$ cat config.mk
export PLATFORM = sky130hd
export DESIGN_NAME = digital_core
export DESIGN_NICKNAME = d
export VERILOG_FILES = /design/src/dcore_pkg.sv /design/src/digital_core.sv /design/src/pad_ctrl.sv /design/src/glbl_cfg.sv /design/src/wb_intercon.sv
export VERILOG_INCLUDE_DIRS = /design/src
export SDC_FILE = /design/constraint.sdc
export NUM_CORES = 1
export LEC_CHECK = 0
export BUFFER_PORTS_ARGS = -buffer_cell sky130_fd_sc_hd__buf_2
export CORE_MARGIN = 2
export CORE_UTILIZATION = 44
export CTS_CLUSTER_SIZE = 8
export DETAILED_ROUTE_END_ITERATION = 8
export PLACE_DENSITY = 0.68
export SYNTH_ARGS = -nofsm -noshare
export SYNTH_HDL_FRONTEND = slang
export SYNTH_HIERARCHICAL = 1
export SYNTH_SLANG_ARGS = --single-unit
$ cat constraint.sdc
create_clock -name wb_clk_i -period 4.25 [get_ports wb_clk_i]
set_input_delay 0.85 -clock wb_clk_i [delete_from_list [all_inputs] [get_ports wb_clk_i]]
set_output_delay 0.85 -clock wb_clk_i [all_outputs]
set_load 0.03 [all_outputs]
$ cat src/dcore_params.svh
// Shared widths, address decode fields, register offsets and reset values
// Include in any file that needs bus widths or register map codes
`ifndef DCORE_PARAMS_SVH
`define DCORE_PARAMS_SVH

// Bus widths ------------------------
`define DCORE_WB_AW      32                 // Address width
`define DCORE_WB_DW      32                 // Data width
`define DCORE_WB_SW      4                  // Byte enables

// Address decode ------------------------
`define DCORE_RGN_MSB    11                 // Region select field
`define DCORE_RGN_LSB    8
`define DCORE_RGN_GLBL   4'h0               // Global config block
`define DCORE_RGN_PAD    4'h1               // Pad control block
`define DCORE_OFS_MSB    5                  // Word offset in a region
`define DCORE_OFS_LSB    2

// Global config offsets
`define DCORE_GLBL_RST   4'd0               // Block resets
`define DCORE_GLBL_IRQ   4'd1               // Soft and user irq
`define DCORE_GLBL_SDRM  4'd2               // SDRAM mode fields
`define DCORE_GLBL_SDRT  4'd3               // SDRAM timing nibbles
`define DCORE_GLBL_ID    4'd4               // Device ID, read only

// Pad control offsets
`define DCORE_PAD_OUT_LO 4'd0
`define DCORE_PAD_OUT_HI 4'd1
`define DCORE_PAD_OEB_LO 4'd2
`define DCORE_PAD_OEB_HI 4'd3
`define DCORE_PAD_IN_LO  4'd4
`define DCORE_PAD_IN_HI  4'd5

// Pads and constants
`define DCORE_PAD_N       38
`define DCORE_IDCODE      32'hdc03_0a01
`define DCORE_PAD_OUT_RST {`DCORE_PAD_N{1'b0}}  // Drive low
`define DCORE_PAD_OEB_RST {`DCORE_PAD_N{1'b1}}  // All pads input

`endif
$ cat src/dcore_pkg.sv
// Bus request/response and configuration bundle types for the digital core
// Referenced by scoped name from the interconnect, the slaves and the top
`include "dcore_params.svh"

package dcore_pkg;

    // ------------------------------
    // Wishbone bundles
    // ------------------------------

    // One master request, cyc and stb folded into stb
    typedef struct packed {
        logic                      stb;   // Cycle plus strobe
        logic                      we;    // 1 write, 0 read
        logic [`DCORE_WB_AW-1:0]   adr;
        logic [`DCORE_WB_DW-1:0]   dat;   // Write data
        logic [`DCORE_WB_SW-1:0]   sel;   // Byte enables
    } wb_req_t;

    // Slave response
    typedef struct packed {
        logic [`DCORE_WB_DW-1:0]   dat;   // Read data, valid with ack
        logic                      ack;
        logic                      err;
    } wb_rsp_t;

    // ------------------------------
    // Configuration outputs
    // ------------------------------

    // Active low block resets
    typedef struct packed {
        logic       cpu_rst_n;
        logic       spi_rst_n;
        logic       sdram_rst_n;
    } rst_ctrl_t;

    // SDRAM controller setup
    typedef struct packed {
        logic [1:0] width;      // 00 32b, 01 16b, 1x 8b
        logic [1:0] colbits;    // Column address bits
        logic [2:0] cas;        // CAS latency
        logic [1:0] req_depth;  // Max queued requests
        logic       en;         // Controller enable
        logic [3:0] tras;       // Active to precharge
        logic [3:0] trp;        // Precharge to active
        logic [3:0] trcd;       // Active to read/write
        logic [3:0] trcar;      // Auto refresh period
        logic [3:0] twr;        // Write recovery
    } sdr_cfg_t;

    // Byte lane merge for register writes
    function automatic logic [`DCORE_WB_DW-1:0] be_merge(
        input logic [`DCORE_WB_DW-1:0] cur,
        input logic [`DCORE_WB_DW-1:0] wdat,
        input logic [`DCORE_WB_SW-1:0] sel
    );
        logic [`DCORE_WB_DW-1:0] res;
        res = cur;
        for (int b = 0; b < `DCORE_WB_SW; b++) begin
            if (sel[b]) res[8*b +: 8] = wdat[8*b +: 8];  // Take enabled lane
        end
        return res;
    endfunction

endpackage

$ cat src/digital_core.sv
// Digital core top: external Wishbone master to the config and pad slaves
// SDRAM setup and block resets leave the chip for controllers outside
`include "dcore_params.svh"

module digital_core (
    input  logic                     wb_clk_i,       // System clock
    input  logic                     rst_n_i,        // Sync, active low

    // External Wishbone master
    input  dcore_pkg::wb_req_t       wbd_ext_req_i,
    output dcore_pkg::wb_rsp_t       wbd_ext_rsp_o,

    // IO pads
    input  logic [`DCORE_PAD_N-1:0]  io_in_i,
    output logic [`DCORE_PAD_N-1:0]  io_out_o,
    output logic [`DCORE_PAD_N-1:0]  io_oeb_o,

    // Configuration
    output dcore_pkg::rst_ctrl_t     rst_ctrl_o,
    output dcore_pkg::sdr_cfg_t      sdr_cfg_o,
    output logic                     soft_irq_o,
    output logic [2:0]               user_irq_o
);

    // ------------------------------
    // Slave side buses
    // ------------------------------
    dcore_pkg::wb_req_t glbl_req;   // To global config
    dcore_pkg::wb_rsp_t glbl_rsp;
    dcore_pkg::wb_req_t pad_req;    // To pad control
    dcore_pkg::wb_rsp_t pad_rsp;

    wb_intercon u_intercon (
        .wb_clk_i   (wb_clk_i      ),
        .rst_n_i    (rst_n_i       ),
        .m_req_i    (wbd_ext_req_i ),
        .m_rsp_o    (wbd_ext_rsp_o ),
        .glbl_req_o (glbl_req      ),
        .glbl_rsp_i (glbl_rsp      ),
        .pad_req_o  (pad_req       ),
        .pad_rsp_i  (pad_rsp       )
    );

    glbl_cfg u_glbl_cfg (
        .wb_clk_i   (wb_clk_i      ),
        .rst_n_i    (rst_n_i       ),
        .req_i      (glbl_req      ),
        .rsp_o      (glbl_rsp      ),
        .rst_ctrl_o (rst_ctrl_o    ),
        .soft_irq_o (soft_irq_o    ),
        .user_irq_o (user_irq_o    ),
        .sdr_cfg_o  (sdr_cfg_o     )
    );

    pad_ctrl u_pad_ctrl (
        .wb_clk_i   (wb_clk_i      ),
        .rst_n_i    (rst_n_i       ),
        .req_i      (pad_req       ),
        .rsp_o      (pad_rsp       ),
        .io_in_i    (io_in_i       ),
        .io_out_o   (io_out_o      ),
        .io_oeb_o   (io_oeb_o      )
    );

endmodule

$ cat src/pad_ctrl.sv
// Pad control slave: io_out and io_oeb registers, synchronized io_in readback
// Pads split over a low word (31:0) and a high word (upper bits) per function
`include "dcore_params.svh"

module pad_ctrl (
    input  logic                     wb_clk_i,
    input  logic                     rst_n_i,

    // Register bus
    input  dcore_pkg::wb_req_t       req_i,
    output dcore_pkg::wb_rsp_t       rsp_o,

    // Pads
    input  logic [`DCORE_PAD_N-1:0]  io_in_i,
    output logic [`DCORE_PAD_N-1:0]  io_out_o,
    output logic [`DCORE_PAD_N-1:0]  io_oeb_o
);

    localparam int HI_W = `DCORE_PAD_N - 32;  // Pads in the high word

    logic [`DCORE_OFS_MSB-`DCORE_OFS_LSB:0] ofs;
    logic                                   acc;       // Accepting cycle
    logic                                   ack_q;
    logic [`DCORE_WB_DW-1:0]                cur_word;
    logic [`DCORE_WB_DW-1:0]                wr_word;
    logic [`DCORE_WB_DW-1:0]                rdat_q;

    logic [`DCORE_PAD_N-1:0]                out_q;
    logic [`DCORE_PAD_N-1:0]                oeb_q;     // 1 = input
    logic [`DCORE_PAD_N-1:0]                in_s1;     // First sync stage
    logic [`DCORE_PAD_N-1:0]                in_s2;     // Stable copy

    assign ofs = req_i.adr[`DCORE_OFS_MSB:`DCORE_OFS_LSB];
    assign acc = req_i.stb & ~ack_q;

    // ------------------------------
    // Input synchronizer
    // ------------------------------
    always_ff @(posedge wb_clk_i) begin
        in_s1 <= io_in_i;
        in_s2 <= in_s1;
    end

    // Read mux, upper words zero extended
    always_comb begin
        case (ofs)
            `DCORE_PAD_OUT_LO: cur_word = out_q[31:0];
            `DCORE_PAD_OUT_HI: cur_word = {{(32-HI_W){1'b0}}, out_q[`DCORE_PAD_N-1:32]};
            `DCORE_PAD_OEB_LO: cur_word = oeb_q[31:0];
            `DCORE_PAD_OEB_HI: cur_word = {{(32-HI_W){1'b0}}, oeb_q[`DCORE_PAD_N-1:32]};
            `DCORE_PAD_IN_LO:  cur_word = in_s2[31:0];
            `DCORE_PAD_IN_HI:  cur_word = {{(32-HI_W){1'b0}}, in_s2[`DCORE_PAD_N-1:32]};
            default:           cur_word = '0;
        endcase
    end

    assign wr_word = dcore_pkg::be_merge(cur_word, req_i.dat, req_i.sel);

    // ------------------------------
    // Pad registers and ack
    // ------------------------------
    always_ff @(posedge wb_clk_i) begin
        if (!rst_n_i) begin
            ack_q <= 1'b0;
            out_q <= `DCORE_PAD_OUT_RST;
            oeb_q <= `DCORE_PAD_OEB_RST;  // Pads start as inputs
        end else begin
            ack_q <= acc;
            if (acc && req_i.we) begin
                case (ofs)
                    `DCORE_PAD_OUT_LO: out_q[31:0]              <= wr_word;
                    `DCORE_PAD_OUT_HI: out_q[`DCORE_PAD_N-1:32] <= wr_word[HI_W-1:0];
                    `DCORE_PAD_OEB_LO: oeb_q[31:0]              <= wr_word;
                    `DCORE_PAD_OEB_HI: oeb_q[`DCORE_PAD_N-1:32] <= wr_word[HI_W-1:0];
                    default: ;  // Input words are read only
                endcase
            end
        end
    end

    // Readback captured at accept
    always_ff @(posedge wb_clk_i) begin
        if (acc) rdat_q <= cur_word;
    end

    assign rsp_o    = '{dat: rdat_q, ack: ack_q, err: 1'b0};
    assign io_out_o = out_q;
    assign io_oeb_o = oeb_q;

endmodule

$ cat src/glbl_cfg.sv
// Global configuration register bank: block resets, interrupts, SDRAM setup
// Wishbone slave, one cycle ack, byte enable writes, read-only device ID
`include "dcore_params.svh"

module glbl_cfg (
    input  logic                   wb_clk_i,
    input  logic                   rst_n_i,

    // Register bus
    input  dcore_pkg::wb_req_t     req_i,
    output dcore_pkg::wb_rsp_t     rsp_o,

    // Configuration outputs
    output dcore_pkg::rst_ctrl_t   rst_ctrl_o,
    output logic                   soft_irq_o,
    output logic [2:0]             user_irq_o,
    output dcore_pkg::sdr_cfg_t    sdr_cfg_o
);

    logic [`DCORE_OFS_MSB-`DCORE_OFS_LSB:0] ofs;       // Word offset
    logic                                   acc;       // Accepting cycle
    logic                                   ack_q;
    logic [`DCORE_WB_DW-1:0]                cur_word;  // Selected register
    logic [`DCORE_WB_DW-1:0]                wr_word;   // After byte merge
    logic [`DCORE_WB_DW-1:0]                rdat_q;

    // Register storage
    logic [2:0]  rst_q;    // sdram, spi, cpu
    logic [3:0]  irq_q;    // user[2:0], soft
    logic [9:0]  sdrm_q;   // en, req_depth, cas, colbits, width
    logic [19:0] sdrt_q;   // twr, trcar, trcd, trp, tras

    assign ofs = req_i.adr[`DCORE_OFS_MSB:`DCORE_OFS_LSB];
    assign acc = req_i.stb & ~ack_q;  // Held strobe ignored during ack

    // ------------------------------
    // Read mux, also write base
    // ------------------------------
    always_comb begin
        case (ofs)
            `DCORE_GLBL_RST:  cur_word = {29'b0, rst_q};
            `DCORE_GLBL_IRQ:  cur_word = {28'b0, irq_q};
            `DCORE_GLBL_SDRM: cur_word = {22'b0, sdrm_q};
            `DCORE_GLBL_SDRT: cur_word = {12'b0, sdrt_q};
            `DCORE_GLBL_ID:   cur_word = `DCORE_IDCODE;
            default:          cur_word = '0;  // Holes read zero
        endcase
    end

    assign wr_word = dcore_pkg::be_merge(cur_word, req_i.dat, req_i.sel);

    // Control registers and ack
    always_ff @(posedge wb_clk_i) begin
        if (!rst_n_i) begin
            ack_q  <= 1'b0;
            rst_q  <= '0;   // All blocks held in reset
            irq_q  <= '0;
            sdrm_q <= '0;   // SDRAM disabled
            sdrt_q <= '0;
        end else begin
            ack_q <= acc;
            if (acc && req_i.we) begin
                case (ofs)
                    `DCORE_GLBL_RST:  rst_q  <= wr_word[2:0];
                    `DCORE_GLBL_IRQ:  irq_q  <= wr_word[3:0];
                    `DCORE_GLBL_SDRM: sdrm_q <= wr_word[9:0];
                    `DCORE_GLBL_SDRT: sdrt_q <= wr_word[19:0];
                    default: ;                 // ID and holes ignore writes
                endcase
            end
        end
    end

    // Read data lands with ack
    always_ff @(posedge wb_clk_i) begin
        if (acc) rdat_q <= cur_word;
    end

    assign rsp_o = '{dat: rdat_q, ack: ack_q, err: 1'b0};

    // ------------------------------
    // Field mapping to outputs
    // ------------------------------
    assign rst_ctrl_o = '{cpu_rst_n:   rst_q[0],
                          spi_rst_n:   rst_q[1],
                          sdram_rst_n: rst_q[2]};
    assign soft_irq_o = irq_q[0];
    assign user_irq_o = irq_q[3:1];

    // Mode word packs from bit 0 in struct order
    assign sdr_cfg_o = '{width:     sdrm_q[1:0],
                         colbits:   sdrm_q[3:2],
                         cas:       sdrm_q[6:4],
                         req_depth: sdrm_q[8:7],
                         en:        sdrm_q[9],
                         tras:      sdrt_q[3:0],
                         trp:       sdrt_q[7:4],
                         trcd:      sdrt_q[11:8],
                         trcar:     sdrt_q[15:12],
                         twr:       sdrt_q[19:16]};

endmodule

$ cat src/wb_intercon.sv
// Single master Wishbone interconnect for the config and pad slaves
// Region decode on the address, response merge and err for unmapped regions
`include "dcore_params.svh"

module wb_intercon (
    input  logic                 wb_clk_i,
    input  logic                 rst_n_i,

    // External master
    input  dcore_pkg::wb_req_t   m_req_i,
    output dcore_pkg::wb_rsp_t   m_rsp_o,

    // Global config slave
    output dcore_pkg::wb_req_t   glbl_req_o,
    input  dcore_pkg::wb_rsp_t   glbl_rsp_i,

    // Pad control slave
    output dcore_pkg::wb_req_t   pad_req_o,
    input  dcore_pkg::wb_rsp_t   pad_rsp_i
);

    logic [`DCORE_RGN_MSB-`DCORE_RGN_LSB:0] rgn;   // Region code
    logic                                   hit_glbl;
    logic                                   hit_pad;
    logic                                   miss;     // Unmapped access
    logic                                   err_q;    // Error pulse

    // ------------------------------
    // Region decode
    // ------------------------------
    assign rgn      = m_req_i.adr[`DCORE_RGN_MSB:`DCORE_RGN_LSB];
    assign hit_glbl = (rgn == `DCORE_RGN_GLBL);
    assign hit_pad  = (rgn == `DCORE_RGN_PAD);
    assign miss     = m_req_i.stb & ~hit_glbl & ~hit_pad;

    // Fields go to both, strobe only to the hit slave
    always_comb begin
        glbl_req_o     = m_req_i;
        glbl_req_o.stb = m_req_i.stb & hit_glbl;
        pad_req_o      = m_req_i;
        pad_req_o.stb  = m_req_i.stb & hit_pad;
    end

    // One cycle err, same latency as a slave ack
    always_ff @(posedge wb_clk_i) begin
        if (!rst_n_i) begin
            err_q <= 1'b0;
        end else begin
            err_q <= miss & ~err_q;  // No repeat while master still holds stb
        end
    end

    // ------------------------------
    // Response merge
    // ------------------------------
    always_comb begin
        m_rsp_o.ack = glbl_rsp_i.ack | pad_rsp_i.ack;
        m_rsp_o.err = err_q | glbl_rsp_i.err | pad_rsp_i.err;
        // Data from whichever slave acks, zero otherwise
        if (glbl_rsp_i.ack) begin
            m_rsp_o.dat = glbl_rsp_i.dat;
        end else if (pad_rsp_i.ack) begin
            m_rsp_o.dat = pad_rsp_i.dat;
        end else begin
            m_rsp_o.dat = '0;  // Also the err case
        end
    end

endmodule

# == After elaboration in Yosys (flattened, before gate mapping) ==
# Cells that the tools add are included.
# classes
eq_ne,6
mux,11
bitwise,13
n_reduce_logical,12
# op_table
cell,count
$pmux W32 S6,1
$pmux W32 S5,1
$mux W32,2
$mux W8,6
$reduce_and A2 Y1,8
$eq A4 B1 Y1 const B,2
$eq A4 B2 Y1 const B,2
$eq A4 B3 Y1 const B,2
$logic_not A4 Y1,2
$and A1 B1 Y1,7
$not A1 Y1,5
$mux W4,1
$logic_and A1 B1 Y1,2
$or A1 B1 Y1,1
# totals
register_bits,256
in_bits,110
output_inout_bits,147
wordCells,57

# == Longest topological paths before layout ==
# depth
ltp_word,5
depth_mapped,9
mapped_depth_nobuf,6

# == Cells and area by module ==
# The synthesis kept the hierarchy.
# modules_own_cells
mod,instances,cells_per_inst,area_each_um2,seq_area_each_um2
pad_ctrl,1,536,6441.2,4023.9
glbl_cfg,1,271,2665.1,1391.3
wb_intercon,1,191,1465.2,20.0

# == Worst setup path before layout ==
# OpenSTA, ideal clock, no wires.
# synth_path
path_kind,input to register
start,input port wbd_ext_req_i[45] (netlist name)
end,"register u_pad_ctrl.out_q[17], in the netlist u_pad_ctrl/io_out_o[17]"
setup_time_ps,87
t_arrival_ps,3379
t_required_ps,4163
path_slack_ps,784
stages,7
path_buffers,2
cell_sequence,nand2b_1 > nor4b_1 > nor2b_1 > clkbuf_1 > nand4_1 > buf_2 > o31ai_1
# synth_lines
item,line,rtl
start: declaration,digital_core.sv:10,"input dcore_pkg::wb_req_t wbd_ext_req_i,"
end signal: assignment,pad_ctrl.sv:65,out_q <= `DCORE_PAD_OUT_RST;
end signal: assignment,pad_ctrl.sv:71,`DCORE_PAD_OUT_LO: out_q[31:0] <= wr_word;
end signal: indexed assignment,pad_ctrl.sv:72,`DCORE_PAD_OUT_HI: out_q[`DCORE_PAD_N-1:32] <= wr_word[HI_W-1:0];
end: declaration,pad_ctrl.sv:28,logic [`DCORE_PAD_N-1:0] out_q;

==> impl_metrics.csv <==
group,metric,value,unit
global_routing,grt_util_all_layers,22.2,%
sta,final_max_slew_viol_count,0,
cells_and_area,final_layout_size_suffix_gt1_share,29.4,%
floorplanning,dieArea,24100,um^2
global_routing,grt_overflow,0,
sta,fmax,305,MHz
power_and_ir_drop,intPower,0.00411,W
floorplanning,initial_core_util,44.7,%
cells_and_area,final_cell_mix,"232 x buf_2, 191 x dfxtp_1, 96 x nand2_1, 67 x nor2_1, 53 x edfxtp_1",
floorplanning,fp.coreArea,22500,um^2
power_and_ir_drop,combPwrFrac,5.0,%
critical_path,crit_required,3.40,ns
critical_path,end_kind,"primary output",
detailed_routing,wire_per_inst,19.9,um
detailed_routing,drt-initial-drc-count,615,
detailed_routing,via_per_inst,5.47,
global_routing,grt_pass1_wl,41.5,mm
cells_and_area,nFillCells,2020,
clock_network,htreeDepth,2,
power_and_ir_drop,p_sw_share,21.7,%
power_and_ir_drop,seqPwrFrac,46.4,%
power_and_ir_drop,powerDensity,449,nW/um^2
global_routing,grt_max_degree,85,
clock_network,path_clk_slew,0.05,ns
yosys,netlist_area,10100,um^2
run_status,status,"complete, no violations",
power_and_ir_drop,irDropWorstVdd,0.000275,V
yosys,synthCells,929,
sta,finalHoldViolCount,0,
critical_path,worstSetupPathType,"register to primary output",
detailed_routing,wl,27.4,mm
sta,rsz0062_at_grt,"false",
critical_path,critical_path.max_fanout,38,
floorplanning,io_pins,257,
detailed_routing,drc_errors,0,
clock_network,cts_tree,"done",
cells_and_area,nets,1182,
sta,setup_tns,0,ns
floorplanning,rows,55,
placed_design,port_buffers,232,
global_routing,antenna_found_initial,1,
critical_path,cp.arrival,2.42,ns
flow_run,drv_cap,0,
clock_network,cts-hold-fix-buffers,0,
yosys,avgSynthCellArea,10.8,um^2
detailed_routing,ant_nets,0,
sta,clock-skew-final,0.0106,ns
sta,slew_headroom,24.9,%
clock_network,ctsResizeCount,0,
clock_network,clock_path_buffers,3,
power_and_ir_drop,clockPowerShare,48.7,%
placed_design,gp_congestion,0.813,
power_and_ir_drop,finalPower,0.00525,W
sta,setup_viol_count_final,0,
detailed_routing,dr.pass1.iters,5,
critical_path,cp-start-kind,"register",
hold_path,hold_class,"register to register",
sta,finalCritPeriodShare,77.1,%
sta,period_needed,3.27,ns
cells_and_area,utilization,52.0,%
power_and_ir_drop,switching_power,0.00114,W
detailed_routing,via_count,7545,
global_routing,grt_pass1_vias,7399,
placed_design,dp_hpwl,18.1,mm
clock_network,clock_latency,0.49,ns
clock_network,cts_setup_buffers,0,
yosys,ys_warn_count,6,
floorplanning,dieWidth,155,um
power_and_ir_drop,p_leak,5.16,nW
cells_and_area,syn_to_final_growth,16.4,%
cells_and_area,layout_commonest_cell,"buf_2",
sta,worstMarginPinSlew,1.13,ns
clock_network,root_buffer,"clkbuf_16",
clock_network,cts_made_buffers,36,
floorplanning,die_y,155,um
clock_network,cts_sinks,245,
==> through the flow <==
| stage | hold WS, ns | cell area [um^2] | setup WS [ns] | std cells |
|---|---|---|---|---|
| floorplan | 0.310 | 10100 | 0.784 | 936 |
| global placement | 0.311 | 10700 | 0.951 | 1319 |
| detailed placement | 0.312 | 10700 | 0.909 | 1319 |
| CTS | 0.317 | 11700 | 0.974 | 1378 |
| global route | 0.327 | 11700 | 0.864 | 1379 |
| finish | 0.316 | 11700 | 0.975 | 1379 |
==> registers in the layout, indices dropped and copies added, names as in the netlist, 4 cells and up <==
name and count:
u_glbl_cfg/irq_q 4, u_pad_ctrl/in_s1 38, u_glbl_cfg/rdat_q 21, u_pad_ctrl/io_oeb_o 38, u_pad_ctrl/in_s2 38, u_glbl_cfg/sdrt_q 20
u_pad_ctrl/rdat_q 32, u_glbl_cfg/sdrm_q 10, u_pad_ctrl/io_out_o 38
==> path summary, 6_finish.rpt <==
| kind | endpoint | cells past startpoint | startpoint | slack (ns) |
|---|---|---|---|---|
| worst min register to register | u_pad_ctrl/in_s2[4]$_DFF_P_ | 0 | u_pad_ctrl/in_s1[4]$_DFF_P_ | 0.32 |
| worst min-delay path | u_pad_ctrl/in_s2[4]$_DFF_P_ | 0 | u_pad_ctrl/in_s1[4]$_DFF_P_ | 0.32 |
| worst max-delay path | wbd_ext_rsp_o[3] | 3 | u_glbl_cfg/ack_q$_SDFF_PN0_ | 0.98 |
| worst max register to register | u_glbl_cfg/sdrt_q[10]$_SDFFE_PN0P_ | 4 | u_glbl_cfg/ack_q$_SDFF_PN0_ | 1.97 |
==> power by group through the flow <==
stage | sequential [W] | combinational [W] | clock [W]
2_1_floorplan | 0.00248 | 0.000218 | 0
3_3_place_gp | 0.00248 | 0.000259 | 0
3_5_place_dp | 0.00248 | 0.000260 | 0
4_1_cts | 0.00244 | 0.000261 | 0.00261
5_1_grt | 0.00244 | 0.000282 | 0.00271
6_report | 0.00244 | 0.000261 | 0.00256
==> final cells by class <==
class / count / area, um^2 / area share [%]
timing repair buffer: 240 / 1220 / 10.4
inverter: 11 / 41.3 / 0.353
clock inverter: 1 / 5.00 / 0.0428
clock buffer: 58 / 1000 / 8.58
sequential: 245 / 5440 / 46.4
antenna: 1 / 2.50 / 0.0214
multi-input combinational: 538 / 3640 / 31.1
tap: 285 / 357 / 3.05
==> worst max-delay path: stages, from the launching register on <==
cell and delay (ns):
dfxtp_2 0.58, nor2b_4 0.84, a22o_1 0.29, buf_2 0.22
==> per-layer routing <==
metal  track usage, %  part of all wire, %
met4             8.11                  2.9
met2             37.3                   48
met1             28.0                   41
met3             5.10                  8.2
met5                0                    0
(Power assumes the default switching activity.)
